File: src/mips_pkg.sv
package mips_pkg;

	// alu operation codes
	typedef enum logic [5:0] {
		alu_and,
		alu_or,
		alu_xor,
		alu_nor,
		alu_add,
		alu_addu,
		alu_sub,
		alu_subu,
		alu_slt,
		alu_sltu,
		alu_sll_sa,
		alu_srl_sa,
		alu_sra_sa,
		alu_sll,
		alu_srl,
		alu_sra,
		alu_lui,
		alu_clo,
		alu_clz,
		alu_sc,
		alu_teq,
		alu_tne,
		alu_tge,
		alu_tgeu,
		alu_tlt,
		alu_tltu,
		alu_mthi,
		alu_mtlo,
		alu_signed_mult,
		alu_unsigned_mult,
		alu_signed_div,
		alu_unsigned_div,
		alu_madd,
		alu_maddu,
		alu_msub,
		alu_msubu,
		alu_donothing
	} alu_op_e;

	// branch compare codes
	typedef enum logic [2:0] {
		br_none,
		br_eq,
		br_neq,
		br_gtz,
		br_lez,
		br_ltz,
		br_gez
	} br_op_e;

	// source of operand b
	typedef enum logic [1:0] {
		imm_reg,
		imm_sign,
		imm_zero,
		imm_upper
	} imm_kind_e;

	// major opcodes
	localparam logic [5:0] op_r_type   = 6'b000000;
	localparam logic [5:0] op_regimm   = 6'b000001;
	localparam logic [5:0] op_beq      = 6'b000100;
	localparam logic [5:0] op_bne      = 6'b000101;
	localparam logic [5:0] op_blez     = 6'b000110;
	localparam logic [5:0] op_bgtz     = 6'b000111;
	localparam logic [5:0] op_addi     = 6'b001000;
	localparam logic [5:0] op_addiu    = 6'b001001;
	localparam logic [5:0] op_slti     = 6'b001010;
	localparam logic [5:0] op_sltiu    = 6'b001011;
	localparam logic [5:0] op_andi     = 6'b001100;
	localparam logic [5:0] op_ori      = 6'b001101;
	localparam logic [5:0] op_xori     = 6'b001110;
	localparam logic [5:0] op_lui      = 6'b001111;
	localparam logic [5:0] op_special2 = 6'b011100;
	localparam logic [5:0] op_sc       = 6'b111000;

	// r-type function field
	localparam logic [5:0] fn_sll   = 6'b000000;
	localparam logic [5:0] fn_srl   = 6'b000010;
	localparam logic [5:0] fn_sra   = 6'b000011;
	localparam logic [5:0] fn_sllv  = 6'b000100;
	localparam logic [5:0] fn_srlv  = 6'b000110;
	localparam logic [5:0] fn_srav  = 6'b000111;
	localparam logic [5:0] fn_mthi  = 6'b010001;
	localparam logic [5:0] fn_mtlo  = 6'b010011;
	localparam logic [5:0] fn_mult  = 6'b011000;
	localparam logic [5:0] fn_multu = 6'b011001;
	localparam logic [5:0] fn_div   = 6'b011010;
	localparam logic [5:0] fn_divu  = 6'b011011;
	localparam logic [5:0] fn_add   = 6'b100000;
	localparam logic [5:0] fn_addu  = 6'b100001;
	localparam logic [5:0] fn_sub   = 6'b100010;
	localparam logic [5:0] fn_subu  = 6'b100011;
	localparam logic [5:0] fn_and   = 6'b100100;
	localparam logic [5:0] fn_or    = 6'b100101;
	localparam logic [5:0] fn_xor   = 6'b100110;
	localparam logic [5:0] fn_nor   = 6'b100111;
	localparam logic [5:0] fn_slt   = 6'b101010;
	localparam logic [5:0] fn_sltu  = 6'b101011;
	localparam logic [5:0] fn_tge   = 6'b110000;
	localparam logic [5:0] fn_tgeu  = 6'b110001;
	localparam logic [5:0] fn_tlt   = 6'b110010;
	localparam logic [5:0] fn_tltu  = 6'b110011;
	localparam logic [5:0] fn_teq   = 6'b110100;
	localparam logic [5:0] fn_tne   = 6'b110110;

	// special2 function field
	localparam logic [5:0] fn2_madd  = 6'b000000;
	localparam logic [5:0] fn2_maddu = 6'b000001;
	localparam logic [5:0] fn2_mul   = 6'b000010;
	localparam logic [5:0] fn2_msub  = 6'b000100;
	localparam logic [5:0] fn2_msubu = 6'b000101;
	localparam logic [5:0] fn2_clz   = 6'b100000;
	localparam logic [5:0] fn2_clo   = 6'b100001;

	// regimm rt field
	localparam logic [4:0] rt_bltz   = 5'b00000;
	localparam logic [4:0] rt_bgez   = 5'b00001;
	localparam logic [4:0] rt_tgei   = 5'b01000;
	localparam logic [4:0] rt_tgeiu  = 5'b01001;
	localparam logic [4:0] rt_tlti   = 5'b01010;
	localparam logic [4:0] rt_tltiu  = 5'b01011;
	localparam logic [4:0] rt_teqi   = 5'b01100;
	localparam logic [4:0] rt_tnei   = 5'b01110;
	localparam logic [4:0] rt_bltzal = 5'b10000;
	localparam logic [4:0] rt_bgezal = 5'b10001;

	typedef struct packed {
		logic [31:0] instr;
		logic [31:0] rs_value;
		logic [31:0] rt_value;
	} exec_req_t;

	typedef struct packed {
		alu_op_e     alu_op;
		br_op_e      br_op;
		imm_kind_e   imm_kind;
		logic [4:0]  sa;
	} dec_ctl_t;

	typedef struct packed {
		logic [31:0] result;
		logic        overflow;
		logic        trap;
		logic        branch_taken;
	} exec_rsp_t;

endpackage
File: src/exec_top.sv
`timescale 1ns/1ps

module exec_top (
	input  logic                clk,
	input  logic                reset,
	input  logic                in_valid,
	input  mips_pkg::exec_req_t req,
	output logic                out_valid,
	output mips_pkg::exec_rsp_t rsp
);

	mips_pkg::dec_ctl_t  dec_ctl;
	logic [31:0]         opnd_b;

	// stage 1
	logic                s1_valid;
	mips_pkg::dec_ctl_t  s1_ctl;
	logic [31:0]         s1_a;
	logic [31:0]         s1_b;
	logic [31:0]         s1_rt;

	mips_pkg::exec_rsp_t ex_rsp;

	alu_decoder i_decoder (
		.instr (req.instr),
		.ctl   (dec_ctl)
	);

	// operand b from rt or the immediate field
	always_comb begin
		case (dec_ctl.imm_kind)
			mips_pkg::imm_sign:  opnd_b = {{16{req.instr[15]}}, req.instr[15:0]};
			mips_pkg::imm_zero:  opnd_b = {16'd0, req.instr[15:0]};
			mips_pkg::imm_upper: opnd_b = {req.instr[15:0], 16'd0};
			default:             opnd_b = req.rt_value;
		endcase
	end

	always_ff @(posedge clk) begin
		if (reset)
			s1_valid <= 1'b0;
		else
			s1_valid <= in_valid;
	end

	always_ff @(posedge clk) begin
		if (in_valid) begin
			s1_ctl <= dec_ctl;
			s1_a   <= req.rs_value;
			s1_b   <= opnd_b;
			s1_rt  <= req.rt_value;
		end
	end

	alu_core i_alu (
		.alu_op   (s1_ctl.alu_op),
		.sa       (s1_ctl.sa),
		.a        (s1_a),
		.b        (s1_b),
		.result   (ex_rsp.result),
		.overflow (ex_rsp.overflow),
		.trap     (ex_rsp.trap)
	);

	branch_judge i_branch (
		.br_op    (s1_ctl.br_op),
		.rs_value (s1_a),
		.rt_value (s1_rt),
		.taken    (ex_rsp.branch_taken)
	);

	// stage 2
	always_ff @(posedge clk) begin
		if (reset)
			out_valid <= 1'b0;
		else
			out_valid <= s1_valid;
	end

	always_ff @(posedge clk) begin
		if (s1_valid)
			rsp <= ex_rsp;
	end

endmodule

File: src/branch_judge.sv
`timescale 1ns/1ps

module branch_judge (
	input  mips_pkg::br_op_e br_op,
	input  logic [31:0]      rs_value,
	input  logic [31:0]      rt_value,
	output logic             taken
);

	logic rs_neg;
	logic rs_zero;

	assign rs_neg  = rs_value[31];
	assign rs_zero = (rs_value == 32'd0);

	always_comb begin
		case (br_op)
			mips_pkg::br_eq:  taken = (rs_value == rt_value);
			mips_pkg::br_neq: taken = (rs_value != rt_value);
			// signed compare against zero
			mips_pkg::br_gtz: taken = !rs_neg && !rs_zero;
			mips_pkg::br_lez: taken = rs_neg || rs_zero;
			mips_pkg::br_ltz: taken = rs_neg;
			mips_pkg::br_gez: taken = !rs_neg;
			default:          taken = 1'b0;
		endcase
	end

endmodule

File: src/alu_core.sv
`timescale 1ns/1ps

module alu_core (
	input  mips_pkg::alu_op_e alu_op,
	input  logic [4:0]        sa,
	input  logic [31:0]       a,
	input  logic [31:0]       b,
	output logic [31:0]       result,
	output logic              overflow,
	output logic              trap
);

	logic [31:0] sum;
	logic [31:0] diff;
	logic        add_ovf;
	logic        sub_ovf;
	logic        lt_signed;
	logic        lt_unsigned;

	// number of leading zero bits
	function automatic logic [31:0] lead_zeros(input logic [31:0] x);
		logic [31:0] n;
		logic        seen;
		n = 32'd0;
		seen = 1'b0;
		for (int i = 31; i >= 0; i--) begin
			if (x[i])
				seen = 1'b1;
			else if (!seen)
				n = n + 32'd1;
		end
		return n;
	endfunction

	assign sum  = a + b;
	assign diff = a - b;

	// operands agree in sign but the result does not
	assign add_ovf = (a[31] == b[31]) && (sum[31] != a[31]);
	assign sub_ovf = (a[31] != b[31]) && (diff[31] != a[31]);

	assign lt_signed   = $signed(a) < $signed(b);
	assign lt_unsigned = a < b;

	always_comb begin
		result   = 32'd0;
		overflow = 1'b0;
		trap     = 1'b0;
		case (alu_op)
			mips_pkg::alu_and:  result = a & b;
			mips_pkg::alu_or:   result = a | b;
			mips_pkg::alu_xor:  result = a ^ b;
			mips_pkg::alu_nor:  result = ~(a | b);
			mips_pkg::alu_add: begin
				result   = sum;
				overflow = add_ovf;
			end
			mips_pkg::alu_addu: result = sum;
			mips_pkg::alu_sub: begin
				result   = diff;
				overflow = sub_ovf;
			end
			mips_pkg::alu_subu: result = diff;
			mips_pkg::alu_slt:  result = {31'd0, lt_signed};
			mips_pkg::alu_sltu: result = {31'd0, lt_unsigned};

			// shift amount from the instruction
			mips_pkg::alu_sll_sa: result = b << sa;
			mips_pkg::alu_srl_sa: result = b >> sa;
			mips_pkg::alu_sra_sa: result = $unsigned($signed(b) >>> sa);

			// shift amount from rs
			mips_pkg::alu_sll: result = b << a[4:0];
			mips_pkg::alu_srl: result = b >> a[4:0];
			mips_pkg::alu_sra: result = $unsigned($signed(b) >>> a[4:0]);

			// b already holds imm << 16
			mips_pkg::alu_lui: result = b;
			mips_pkg::alu_clo: result = lead_zeros(~a);
			mips_pkg::alu_clz: result = lead_zeros(a);
			mips_pkg::alu_sc:  result = 32'd1;

			mips_pkg::alu_teq:  trap = (a == b);
			mips_pkg::alu_tne:  trap = (a != b);
			mips_pkg::alu_tge:  trap = !lt_signed;
			mips_pkg::alu_tgeu: trap = !lt_unsigned;
			mips_pkg::alu_tlt:  trap = lt_signed;
			mips_pkg::alu_tltu: trap = lt_unsigned;

			// data headed for hi/lo
			mips_pkg::alu_mthi: result = a;
			mips_pkg::alu_mtlo: result = a;

			// multiply/divide codes and donothing fall through to zero
			default: result = 32'd0;
		endcase
	end

endmodule

File: src/alu_decoder.sv
`timescale 1ns/1ps

module alu_decoder (
	input  logic [31:0]        instr,
	output mips_pkg::dec_ctl_t ctl
);

	logic [5:0] opcode;
	logic [4:0] rt;
	logic [5:0] funct;

	assign opcode = instr[31:26];
	assign rt     = instr[20:16];
	assign funct  = instr[5:0];

	always_comb begin
		ctl.alu_op   = mips_pkg::alu_donothing;
		ctl.br_op    = mips_pkg::br_none;
		ctl.imm_kind = mips_pkg::imm_reg;
		ctl.sa       = instr[10:6];

		// alu operation
		case (opcode)
			mips_pkg::op_r_type: begin
				case (funct)
					mips_pkg::fn_and:   ctl.alu_op = mips_pkg::alu_and;
					mips_pkg::fn_or:    ctl.alu_op = mips_pkg::alu_or;
					mips_pkg::fn_xor:   ctl.alu_op = mips_pkg::alu_xor;
					mips_pkg::fn_nor:   ctl.alu_op = mips_pkg::alu_nor;
					mips_pkg::fn_add:   ctl.alu_op = mips_pkg::alu_add;
					mips_pkg::fn_addu:  ctl.alu_op = mips_pkg::alu_addu;
					mips_pkg::fn_sub:   ctl.alu_op = mips_pkg::alu_sub;
					mips_pkg::fn_subu:  ctl.alu_op = mips_pkg::alu_subu;
					mips_pkg::fn_slt:   ctl.alu_op = mips_pkg::alu_slt;
					mips_pkg::fn_sltu:  ctl.alu_op = mips_pkg::alu_sltu;
					mips_pkg::fn_div:   ctl.alu_op = mips_pkg::alu_signed_div;
					mips_pkg::fn_divu:  ctl.alu_op = mips_pkg::alu_unsigned_div;
					mips_pkg::fn_mult:  ctl.alu_op = mips_pkg::alu_signed_mult;
					mips_pkg::fn_multu: ctl.alu_op = mips_pkg::alu_unsigned_mult;
					mips_pkg::fn_sll:   ctl.alu_op = mips_pkg::alu_sll_sa;
					mips_pkg::fn_srl:   ctl.alu_op = mips_pkg::alu_srl_sa;
					mips_pkg::fn_sra:   ctl.alu_op = mips_pkg::alu_sra_sa;
					mips_pkg::fn_sllv:  ctl.alu_op = mips_pkg::alu_sll;
					mips_pkg::fn_srlv:  ctl.alu_op = mips_pkg::alu_srl;
					mips_pkg::fn_srav:  ctl.alu_op = mips_pkg::alu_sra;
					mips_pkg::fn_mthi:  ctl.alu_op = mips_pkg::alu_mthi;
					mips_pkg::fn_mtlo:  ctl.alu_op = mips_pkg::alu_mtlo;
					mips_pkg::fn_teq:   ctl.alu_op = mips_pkg::alu_teq;
					mips_pkg::fn_tne:   ctl.alu_op = mips_pkg::alu_tne;
					mips_pkg::fn_tge:   ctl.alu_op = mips_pkg::alu_tge;
					mips_pkg::fn_tgeu:  ctl.alu_op = mips_pkg::alu_tgeu;
					mips_pkg::fn_tlt:   ctl.alu_op = mips_pkg::alu_tlt;
					mips_pkg::fn_tltu:  ctl.alu_op = mips_pkg::alu_tltu;
					default:            ctl.alu_op = mips_pkg::alu_donothing;
				endcase
			end
			mips_pkg::op_addi:  ctl.alu_op = mips_pkg::alu_add;
			mips_pkg::op_addiu: ctl.alu_op = mips_pkg::alu_addu;
			mips_pkg::op_slti:  ctl.alu_op = mips_pkg::alu_slt;
			mips_pkg::op_sltiu: ctl.alu_op = mips_pkg::alu_sltu;
			mips_pkg::op_andi:  ctl.alu_op = mips_pkg::alu_and;
			mips_pkg::op_ori:   ctl.alu_op = mips_pkg::alu_or;
			mips_pkg::op_xori:  ctl.alu_op = mips_pkg::alu_xor;
			mips_pkg::op_lui:   ctl.alu_op = mips_pkg::alu_lui;
			mips_pkg::op_sc:    ctl.alu_op = mips_pkg::alu_sc;
			mips_pkg::op_special2: begin
				case (funct)
					mips_pkg::fn2_clo:   ctl.alu_op = mips_pkg::alu_clo;
					mips_pkg::fn2_clz:   ctl.alu_op = mips_pkg::alu_clz;
					mips_pkg::fn2_mul:   ctl.alu_op = mips_pkg::alu_signed_mult;
					mips_pkg::fn2_madd:  ctl.alu_op = mips_pkg::alu_madd;
					mips_pkg::fn2_maddu: ctl.alu_op = mips_pkg::alu_maddu;
					mips_pkg::fn2_msub:  ctl.alu_op = mips_pkg::alu_msub;
					mips_pkg::fn2_msubu: ctl.alu_op = mips_pkg::alu_msubu;
					default:             ctl.alu_op = mips_pkg::alu_donothing;
				endcase
			end
			// immediate traps live under regimm
			mips_pkg::op_regimm: begin
				case (rt)
					mips_pkg::rt_teqi:  ctl.alu_op = mips_pkg::alu_teq;
					mips_pkg::rt_tnei:  ctl.alu_op = mips_pkg::alu_tne;
					mips_pkg::rt_tgei:  ctl.alu_op = mips_pkg::alu_tge;
					mips_pkg::rt_tgeiu: ctl.alu_op = mips_pkg::alu_tgeu;
					mips_pkg::rt_tlti:  ctl.alu_op = mips_pkg::alu_tlt;
					mips_pkg::rt_tltiu: ctl.alu_op = mips_pkg::alu_tltu;
					default:            ctl.alu_op = mips_pkg::alu_donothing;
				endcase
			end
			default: ctl.alu_op = mips_pkg::alu_donothing;
		endcase

		// branch compare
		case (opcode)
			mips_pkg::op_beq:  ctl.br_op = mips_pkg::br_eq;
			mips_pkg::op_bne:  ctl.br_op = mips_pkg::br_neq;
			mips_pkg::op_bgtz: ctl.br_op = mips_pkg::br_gtz;
			mips_pkg::op_blez: ctl.br_op = mips_pkg::br_lez;
			mips_pkg::op_regimm: begin
				if (rt == mips_pkg::rt_bltz || rt == mips_pkg::rt_bltzal)
					ctl.br_op = mips_pkg::br_ltz;
				else if (rt == mips_pkg::rt_bgez || rt == mips_pkg::rt_bgezal)
					ctl.br_op = mips_pkg::br_gez;
			end
			default: ctl.br_op = mips_pkg::br_none;
		endcase

		// operand b source
		case (opcode)
			mips_pkg::op_addi, mips_pkg::op_addiu,
			mips_pkg::op_slti, mips_pkg::op_sltiu: ctl.imm_kind = mips_pkg::imm_sign;
			mips_pkg::op_andi, mips_pkg::op_ori,
			mips_pkg::op_xori:                     ctl.imm_kind = mips_pkg::imm_zero;
			mips_pkg::op_lui:                      ctl.imm_kind = mips_pkg::imm_upper;
			mips_pkg::op_regimm: begin
				// tgeiu/tltiu still sign extend, then compare unsigned
				if (rt inside {mips_pkg::rt_teqi, mips_pkg::rt_tnei, mips_pkg::rt_tgei,
						mips_pkg::rt_tgeiu, mips_pkg::rt_tlti, mips_pkg::rt_tltiu})
					ctl.imm_kind = mips_pkg::imm_sign;
			end
			default: ctl.imm_kind = mips_pkg::imm_reg;
		endcase
	end

endmodule

File: config.mk
export PLATFORM = sky130hd
export DESIGN_NAME = exec_top
export DESIGN_NICKNAME = d
export VERILOG_FILES = /design/src/mips_pkg.sv /design/src/exec_top.sv /design/src/branch_judge.sv /design/src/alu_core.sv /design/src/alu_decoder.sv
export SDC_FILE = /design/constraint.sdc
export NUM_CORES = 1
export LEC_CHECK = 0
export BUFFER_PORTS_ARGS = -buffer_cell sky130_fd_sc_hd__buf_2
export CELL_PAD_IN_SITES_DETAIL_PLACEMENT = 0
export CELL_PAD_IN_SITES_GLOBAL_PLACEMENT = 2
export CORE_MARGIN = 2
export CORE_UTILIZATION = 39
export CTS_CLUSTER_DIAMETER = 120
export DETAILED_ROUTE_END_ITERATION = 7
export PLACE_DENSITY_LB_ADDON = 0.1
export SYNTH_ARGS = -nofsm -noshare
export SYNTH_HDL_FRONTEND = slang
export SYNTH_HIERARCHICAL = 1
export SYNTH_SLANG_ARGS = --single-unit
File: constraint.sdc
create_clock -name clk -period 24.4 [get_ports clk]
set_input_delay 3.66 -clock clk [delete_from_list [all_inputs] [get_ports clk]]
set_output_delay 3.66 -clock clk [all_outputs]
set_load 0.05 [all_outputs]
# [Word level (Yosys, flattened, before mapping)]
# Memory sizes are Yosys's and may differ from the RTL's.
# Cells that the tools add are included.
[word_totals] regBits=147 romBits=384 in_bits=99 out_inout_bits=36 elab_cells=510 mem_count=1
[mem_list] memory="(no name shown)" depth=64 width=6 read_ports=1 rd_clocked_by_memory_dff=0 wr=0 line_no="alu_decoder.sv:25" source="case (funct)"
[classes] add_sub_neg=64 n_lt_le_gt_ge=2 eq_ne=74 shift=6 muxes=325 n_bitwise=5 n_reduce_logical=21
[ops] op="2-to-1 mux 32 bit" count=186
[ops] op="adder 32 x 1 -> 32 bit, second input constant" count=62
[ops] op="one-hot mux 32 bit (19 select lines)" count=1
[ops] op="2-to-1 mux 1 bit" count=127
[ops] op="== test 6 x 4 -> 1 bit, second input constant" count=16
[ops] op="one-hot mux 32 bit (3 select lines)" count=1
[ops] op="== test 6 x 5 -> 1 bit, second input constant" count=13
[ops] op="one-hot mux 6 bit (12 select lines)" count=1
[ops] op="== test 32 bit" count=2
[ops] op="< comparator 32 bit" count=2
[ops] op="!= test 32 bit" count=2
[ops] op="inverter 32 bit" count=2
[ops] op="<< shifter 32 x 5 -> 32 bit" count=2
[ops] op="right shift 32 x 5 -> 32 bit" count=2
[ops] op=">>> shifter 32 x 5 -> 32 bit" count=2
[ops] op="== test 6 x 3 -> 1 bit, second input constant" count=10
[ops] op="one-hot mux 6 bit (7 select lines)" count=1
[ops] op="one-hot mux 6 bit (6 select lines)" count=1
[ops] op="adder 32 bit" count=1
[ops] op="bitwise AND 32 bit" count=1
[ops] op="zero test 32 bit" count=1
[ops] op="bitwise OR 32 bit" count=1
[ops] op="subtractor 32 bit" count=1
[ops] op="bitwise XOR 32 bit" count=1
[ops] op="27 further kinds" count=58

# [Longest topological paths before layout]
# Gate-level depths: netlist of the first run.
[logic_depth] word_depth=127 depth_mapped=101 depth_no_buf=100

# [Cells and area by module]
# Netlist of the first run, hierarchy kept.
[by_module_without_submodules] mod="alu_core" n_inst=1 cells_each=2755 area_each_um2=18649.1 seq_area_each_um2=0.0
[by_module_without_submodules] mod="exec_top" n_inst=1 cells_each=244 area_each_um2=5126.2 seq_area_each_um2=4394.2
[by_module_without_submodules] mod="alu_decoder" n_inst=1 cells_each=146 area_each_um2=952.2 seq_area_each_um2=0.0
[by_module_without_submodules] mod="branch_judge" n_inst=1 cells_each=63 area_each_um2=499.2 seq_area_each_um2=0.0

# [Worst setup path after synthesis of the first run]
# Ideal clock, no wire load.
[synth_path] path_kind="register -> register" from="reg s1_a[31]" to="reg rsp[10] (netlist bit) (data pin)" setup_time_ns=0.265 arrival_time_ns=18.431 t_required_ns=24.135 slack_ns=5.704 path_stages_with_launch=101 path_buffers=1 synth_period_minus_slack_ns=18.696 path_cell_list="edfxtp_1 > buf_4 > nor2_1 > ha_1 > mux2i_1 > inv_1 > ha_1 > nand2b_1 > a21boi_1 > ha_1 > nand2_1 > nand2_1 > ha_1 > nand2_1 > a31oi_1 > ha_1 > a31o_2 > ha_1 > [65 not listed] > nand2_1 > ha_1 > mux2i_1 > o21ai_0 > ha_1 > inv_1 > o21ai_0 > ha_1 > nor2b_1 > xnor2_1 > nor2_1 > xor2_1 > nand3_1 > nor3_1 > nor3b_1 > xnor2_1 > a211oi_1 > o21ai_1"
[synth_rtl] item="start, declared" line_no="exec_top.sv:18" source="logic [31:0] s1_a;"
[synth_rtl] item="start signal, assigned" line_no="exec_top.sv:49" source="s1_a <= req.rs_value;"
[synth_rtl] item="end signal, assigned" line_no="exec_top.sv:82" source="rsp <= ex_rsp;"
[synth_rtl] item="end, declared" line_no="exec_top.sv:9" source="output mips_pkg::exec_rsp_t rsp"

==> metrics.txt, run 1 <==
outcome completed; vias post-DR about 26000; worst-case clock buffer depth 2; area of the multi-input gates about 20000 sq um; Power Density 44.6 nW/um^2; Initial Util about two fifths; Crit. End Element flip-flop; Max transition margin 18.1%; Hold Path Depth 1; Worst Hold Class reg -> reg; synthesized area per cell approximately 7.9 sq um; Largest stage delay, worst path approximately 1.1 ns; post-CTS sizing 0; Die Ht approximately 260 um; via/cell ratio ~6.4; total negative slack 0 ns; final slew viol count 0; drt pass-1 iters 7; GRT Total Usage 33.5%; area of the core approximately 64000 sq um; fillers ~6700; Layout Utilization between 40% and 50%; skew final about 0.022 ns; VDD IR-drop max between 0.06 and 0.07 mV; r2r endpoint rsp[10]; Syn Inst Count 3208; sequential power share about 28%; Synth cell types around 120; largest net degree at the start of global routing 61; Clock Pin Slew Worst Setup and Hold Paths about 0.07 ns; Post-synth EDFFs approximately 150; post-synthesis cell area approximately 25000 sq um; Tcrit/Tclk final 91.6%; r2r startpoint s1_a[31]; Switch Pwr 0.557 mW; P_int around 0.66 mW; final setup margin 2.06 ns; synthesis-to-layout area growth 8.13%; Switching Fraction between 40% and 50%; Reg area between 4000 and 5000 sq um; area of the die between 60000 and 70000 sq um; Hold Path Origin s1_valid; Leakage Power about 10 nW; remaining global-route overflow 0; layout net count roughly 3500; post-DP HPWL 90100 um; reg-to-reg setup timing slack between 2 and 2.5 ns; Post-synth ARST share 0%; Avg WL per Cell roughly 28 um; CTS sink count 147; clock power share between 20% and 30%; Worst EP arrival 22.56 ns; number of port buffers 129; Synth Warn # 6; Final Critical Period around 22 ns; Yosys reg bits ~150; H-tree levels 4; Iter 0 DRT Violations between 2000 and 3000; WHS Endpoint out_valid; most used cell, CP ha_1; GPL Wtd Cong ~0.99; maxcap violations 0; share of layout cells above drive strength 1 about an eighth; Final ANT Viol Nets 0; dominant synthesized flop cell edfxtp_1; WP data required ~25 ns; register area share after synthesis 17.4%; CTS tree yes; CP Max Fanout 19; antenna violations before repair 3; Comb pwr share 48.1%; Critical Path Slowest Stage Cell edfxtp_1; Die Wd roughly 260 um; clk root buf clkbuf_16; Skew-Pair Late Insertion Delay 0.49 ns; syn_nets around 3500; pre-CTS setup slack 2.39 ns; final hold vios 0; fmax ~45 MHz; CP Launch Type flip-flop; RSZ-0062 raised after global routing no; CTS buffer count 17; vias in the first global route around 25000; DRC viols 0; setup bufs post-CTS 0; critical path class reg -> reg; final WL between 100000 and 150000 um; R2R depth between 90 and 100; Slew @ Worst Pin around 1.2 ns; Hold-fix buffers, CTS 0; first-pass GRT wire length 166000 um; final setup fails 0; IO Pins 135; Placement Rows 93
[cells in the final DEF, fill, tap and decap left out, types with 13 or more instances in the layout]
cell type,n
a21boi_0,13
and3_1,33
mux2i_1,177
clkbuf_16,17
a21oi_1,258
o21ai_1,13
buf_2,128
o21bai_1,39
nor3_1,84
edfxtp_1,145
mux4_2,33
a22oi_1,41
o2111ai_1,32
nor2b_1,34
buf_4,66
a221oi_1,25
a211oi_1,52
or2_2,14
mux2_2,22
nand3_1,107
xor2_1,64
and2_1,23
nand4_1,39
nor2_1,300
nor4_1,37
o2bb2ai_1,17
o21ai_0,162
inv_1,130
or3_1,24
xnor2_1,144
o211ai_1,36
o221ai_1,14
a21o_1,24
ha_1,159
a31oi_1,33
nand2_1,348
nand2b_1,27
[critical path: cells and delay by family, from the launching register on]
kind,cells,cell delay (ns)
adder cells (fa/ha/maj),28,8.80
buffers and inverters,5,0.81
flip-flops,1,1.07
AND/OR/NAND/NOR,22,2.46
multiplexers,18,3.67
AO/OA/AOI/OAI,23,4.68
XOR/XNOR,3,0.56
[registers in the layout, indices dropped and copies added (netlist names)]
register / count
s1_rt: 32
rsp: 35
s1_b: 32
s1_ctl: 14
s1_valid: 1
s1_a: 32
out_valid: 1
[power groups by stage]
stage	Clock (mW)	Combinational (mW)	Sequential [mW]
CTS	0.292	0.573	0.344
detailed placement	0	0.570	0.349
floorplan	0	0.369	0.343
finish	0.285	0.585	0.346
global route	0.299	0.626	0.348
global placement	0	0.567	0.349
[logic make-up (layout without fill, tap and decap cells)]
family / count (synthesis) / in the layout / share of synthesized area, %
AOI/OAI and AO/OA: 892 / 892 / 23.4
xor gates and xnor gates: 256 / 256 / 11.2
adders and majority gates: 169 / 169 / 8.37
buffers and inverters: 333 / 357 / 5.42
DFF: 147 / 147 / 17.4
muxes: 242 / 242 / 11.5
other: 0 / 1 / 0
and+or+nand+nor: 1169 / 1169 / 22.7
[how the worst max path moves through the flow]
stage               startpoint       to  depth (start not counted)
floorplan             s1_a[31]  rsp[10]                        100
global placement      s1_a[31]  rsp[10]                         99
detailed placement    s1_a[31]  rsp[10]                         99
CTS                   s1_a[31]  rsp[10]                         99
global route          s1_a[31]  rsp[10]                         99
finish                s1_a[31]  rsp[10]                         99
[area by class of cell]
| cell class | count | share of cell area (%) |
|---|---|---|
| Antenna cell | 1 | 0.00917 |
| Clock buffer | 18 | 1.57 |
| Clock inverter | 13 | 0.578 |
| Inverter | 132 | 1.82 |
| Multi-Input combinational cell | 2728 | 71.8 |
| Sequential cell | 147 | 16.1 |
| Tap cell | 855 | 3.92 |
| Timing Repair Buffer | 194 | 4.16 |
[cells in the mapped netlist, drive strengths merged (43+ instances only)]
| cell type | n | area share [%] |
|---|---|---|
| nor3 | 94 | 2.0 |
| xor2 | 76 | 3.1 |
| inv | 130 | 1.9 |
| nand3 | 109 | 2.2 |
| nor4 | 43 | 1.2 |
| o21ai | 177 | 3.5 |
| buf | 53 | 1.2 |
| ha | 159 | 7.9 |
| nor2 | 307 | 4.7 |
| xnor2 | 158 | 6.0 |
| mux2i | 186 | 7.5 |
| nand2 | 350 | 5.2 |
| a211oi | 54 | 1.6 |
| clkbuf | 148 | 2.2 |
| edfxtp | 145 | 17 |
| a21oi | 262 | 5.3 |
[per-stage QoR]
stage | hold WS, ns | std cells | total power, mW | instance area [sq um]
floorplan | 0.662 | 3208 | 0.712 | 25200
global placement | 0.542 | 4056 | 0.915 | 26700
detailed placement | 0.552 | 4056 | 0.919 | 26700
CTS | 0.562 | 4087 | 1.21 | 27300
global route | 0.576 | 4087 | 1.27 | 27300
finish | 0.559 | 4088 | 1.22 | 27300
[metal layers]
| layer | track usage, % | wire [um] | vias up |
|---|---|---|---|
| met5 | 0 | 0 | - |
| met2 | 53.4 | 51100 | 1096 |
| met4 | 12.8 | 4300 | 0 |
| met1 | 46.6 | 51200 | 12800 |
| met3 | 3.72 | 7480 | 159 |
| li1 | - | - | 11900 |
Power figures use the tool's default switching activity.
==> run 2, diff against run 1 <==
Settings changed: PLACE_DENSITY set to 0.9, PLACE_DENSITY_LB_ADDON 0.1 to unset.
==> run 2 against run 1 <==
  * Final area shrank 0.18%
  * Clock power grew 3%
  * Clock-buffer cell count did not move
  * Die area is the same
  * Routed wire length decreased by 7.0%
  * Sequential cell count stayed put
  * First-iteration DRC count down 0.49%
  * Critical path type unchanged
  * Sequential share of layout area hardly changed
  * Core utilization is 0.076 points lower
  * Worst setup slack gained 0.68 ns
  * Critical path depth fell by 1
  * Via count is 0.55% higher
==> metrics.txt, run 2 (synthesis results as in run 1) <==
drt pass-1 iters 8 (+1); commonest non-fill, non-tap cells in the layout nand2_1 (348), nor2_1 (300), a21oi_1 (257); fillers 6583 (-1.3%); vias post-DR 26100 (+0.55%); Initial Util 39.3% (unchanged); skew final 0.0213 ns (-0.000226 ns); antenna violations before repair 0 (-3); Avg WL per Cell 26.0 um (-6.8%); most used cell, CP ha_1; commonest non-fill, non-tap cell in the layout nand2_1; remaining global-route overflow 0 (unchanged); IO Pins 135 (unchanged); Largest Register rsp; Leakage Power 10.2 nW (-0.39%); Tcrit/Tclk final 88.8% (-2.8 points); number of port buffers 129 (unchanged); Clock Pin Slew Worst Setup and Hold Paths 0.07 ns (about the same); CTS buffer count 17 (unchanged); top cell family by delay on the critical path adder cells; WHS Endpoint rsp[0]; critical path class reg -> reg; Final Critical Period 21.66 ns (-0.677 ns); Worst Hold Class reg -> reg; VDD IR-drop max 0.0597 mV (-0.66%); final WL 106000 um (-7.0%); Hold Path Origin s1_ctl[9]; first-pass GRT wire length 157000 um (-5.8%); maxcap violations 0 (unchanged); Final ANT Viol Nets 0 (unchanged); Pwr Total 1.21 mW (-0.56%); Iter 0 DRT Violations 2827 (-0.49%); WP depth 98 (-1.0%); Max transition margin 25.7% (+7.6 points); via/cell ratio 6.41 (+0.79%); post-DP HPWL 82900 um (-8.0%); Power Density 44.4 nW/um^2 (-0.38%); clk root buf clkbuf_16; DRC viols 0 (unchanged); R2R depth 98 (-1.0%); Hold Path Depth 2 (+1); r2r startpoint s1_a[28]; largest net degree at the start of global routing 61 (unchanged); Crit. End Element flip-flop; synthesis-to-layout area growth 7.94%; area of the core 64200 sq um (unchanged); Placement Rows 93 (unchanged); Slew @ Worst Pin 1.11 ns (-0.121 ns); CTS tree yes; RSZ-0062 raised after global routing no; outcome completed; Worst EP arrival 21.89 ns (-0.67 ns); GPL Wtd Cong 0.994 (about the same); setup bufs post-CTS 0 (unchanged); fmax 46.2 MHz (+3.1%); post-CTS sizing 0 (unchanged); Buffers & Inverters on Critical Path 5 (unchanged); GRT Total Usage 31.1% (-2.5 points); final hold vios 0 (unchanged); CTS sink count 147 (unchanged); final slew viol count 0 (unchanged); Hold-fix buffers, CTS 0 (unchanged); max reg flops 35 (unchanged); Critical Path Slowest Stage Cell edfxtp_1; Skew-Pair Late Insertion Delay 0.50 ns (about the same); Die Ht 258 um (unchanged); Largest stage delay, worst path 0.88 ns (-0.19 ns); final setup fails 0 (unchanged); area of the die 66700 sq um (unchanged); n_diodes 0 (-1); CP Max Fanout 14 (-5); share of layout cells above drive strength 1 12.1% (-0.18 points); vias in the first global route 24700 (-0.44%); CP Launch Type flip-flop; worst-case clock buffer depth 2 (unchanged); total negative slack 0 ns (unchanged); H-tree levels 4 (unchanged); r2r endpoint rsp[10]; layout net count 3470 (-0.29%); reg-to-reg setup timing slack 2.74 ns (+0.68 ns); WP data required 24.63 ns (about the same); Die Wd 258 um (unchanged)
## run 2: changes by cell type in the layout (fill, tap and decap cells not counted), sizes merged
cell      delta
clkinvlp     +1
buf         -10
diode        -1
clkinv       +1
inv          -1
## run 2: worst register-to-register path, delay by kind of cell, from the launching register on
family | cells | cell delay [ns]
buffers and inverters | 5 | 0.74
DFF | 1 | 0.88
muxes | 18 | 3.72
xor gates and xnor gates | 3 | 0.54
AOI/OAI and AO/OA | 23 | 4.63
and+or+nand+nor | 22 | 2.52
adders and majority gates | 27 | 8.32
## run 2: area by class of cell
type,count,area [sq um],area share (%)
Clock buffer,18,429,1.58
Clock inverter,14,183,0.671
Inverter,132,495,1.82
Multi-Input combinational cell,2728,19600,72.0
Sequential cell,147,4400,16.1
Tap cell,855,1070,3.93
Timing Repair Buffer,184,1060,3.90
## run 2: how the worst max path moves through the flow
stage                         from       to  slack [ns]
after detailed placement  s1_a[28]  rsp[10]        2.97
after floorplan           s1_a[31]  rsp[10]        5.70
after global routing      s1_a[28]  rsp[10]        1.08
after global placement    s1_a[28]  rsp[10]        3.41
final                     s1_a[28]  rsp[10]        2.74
after CTS                 s1_a[28]  rsp[10]        2.90
## run 2: per-stage QoR
stage / cells / instance area (sq um) / utilization (%) / worst slack [ns] / hold WS (ns)
after detailed placement: 4046 / 26600 / 41.4 / 2.97 / 0.833
after global routing: 4078 / 27200 / 42.4 / 1.08 / 0.869
final: 4078 / 27200 / 42.4 / 2.74 / 0.834
after global placement: 4046 / 26600 / 41.4 / 3.41 / 0.828
after CTS: 4078 / 27200 / 42.4 / 2.90 / 0.834
after floorplan: 3208 / 25200 / - / 5.70 / 0.662
## run 2: where the power goes
part	switching, mW	total, mW	internal, mW	leakage (nW)
Combinational	0.372	0.566	0.194	8.56
Sequential	0.0469	0.350	0.303	1.39
Clock	0.131	0.293	0.162	0.292
## run 2: layer usage
metal,up-vias,wire length [um],global-route usage [%]
li1,11900,-,-
met1,12800,46500,43.2
met2,1265,47400,49.3
met3,183,8020,3.46
met4,0,4180,11.9
met5,-,0,0
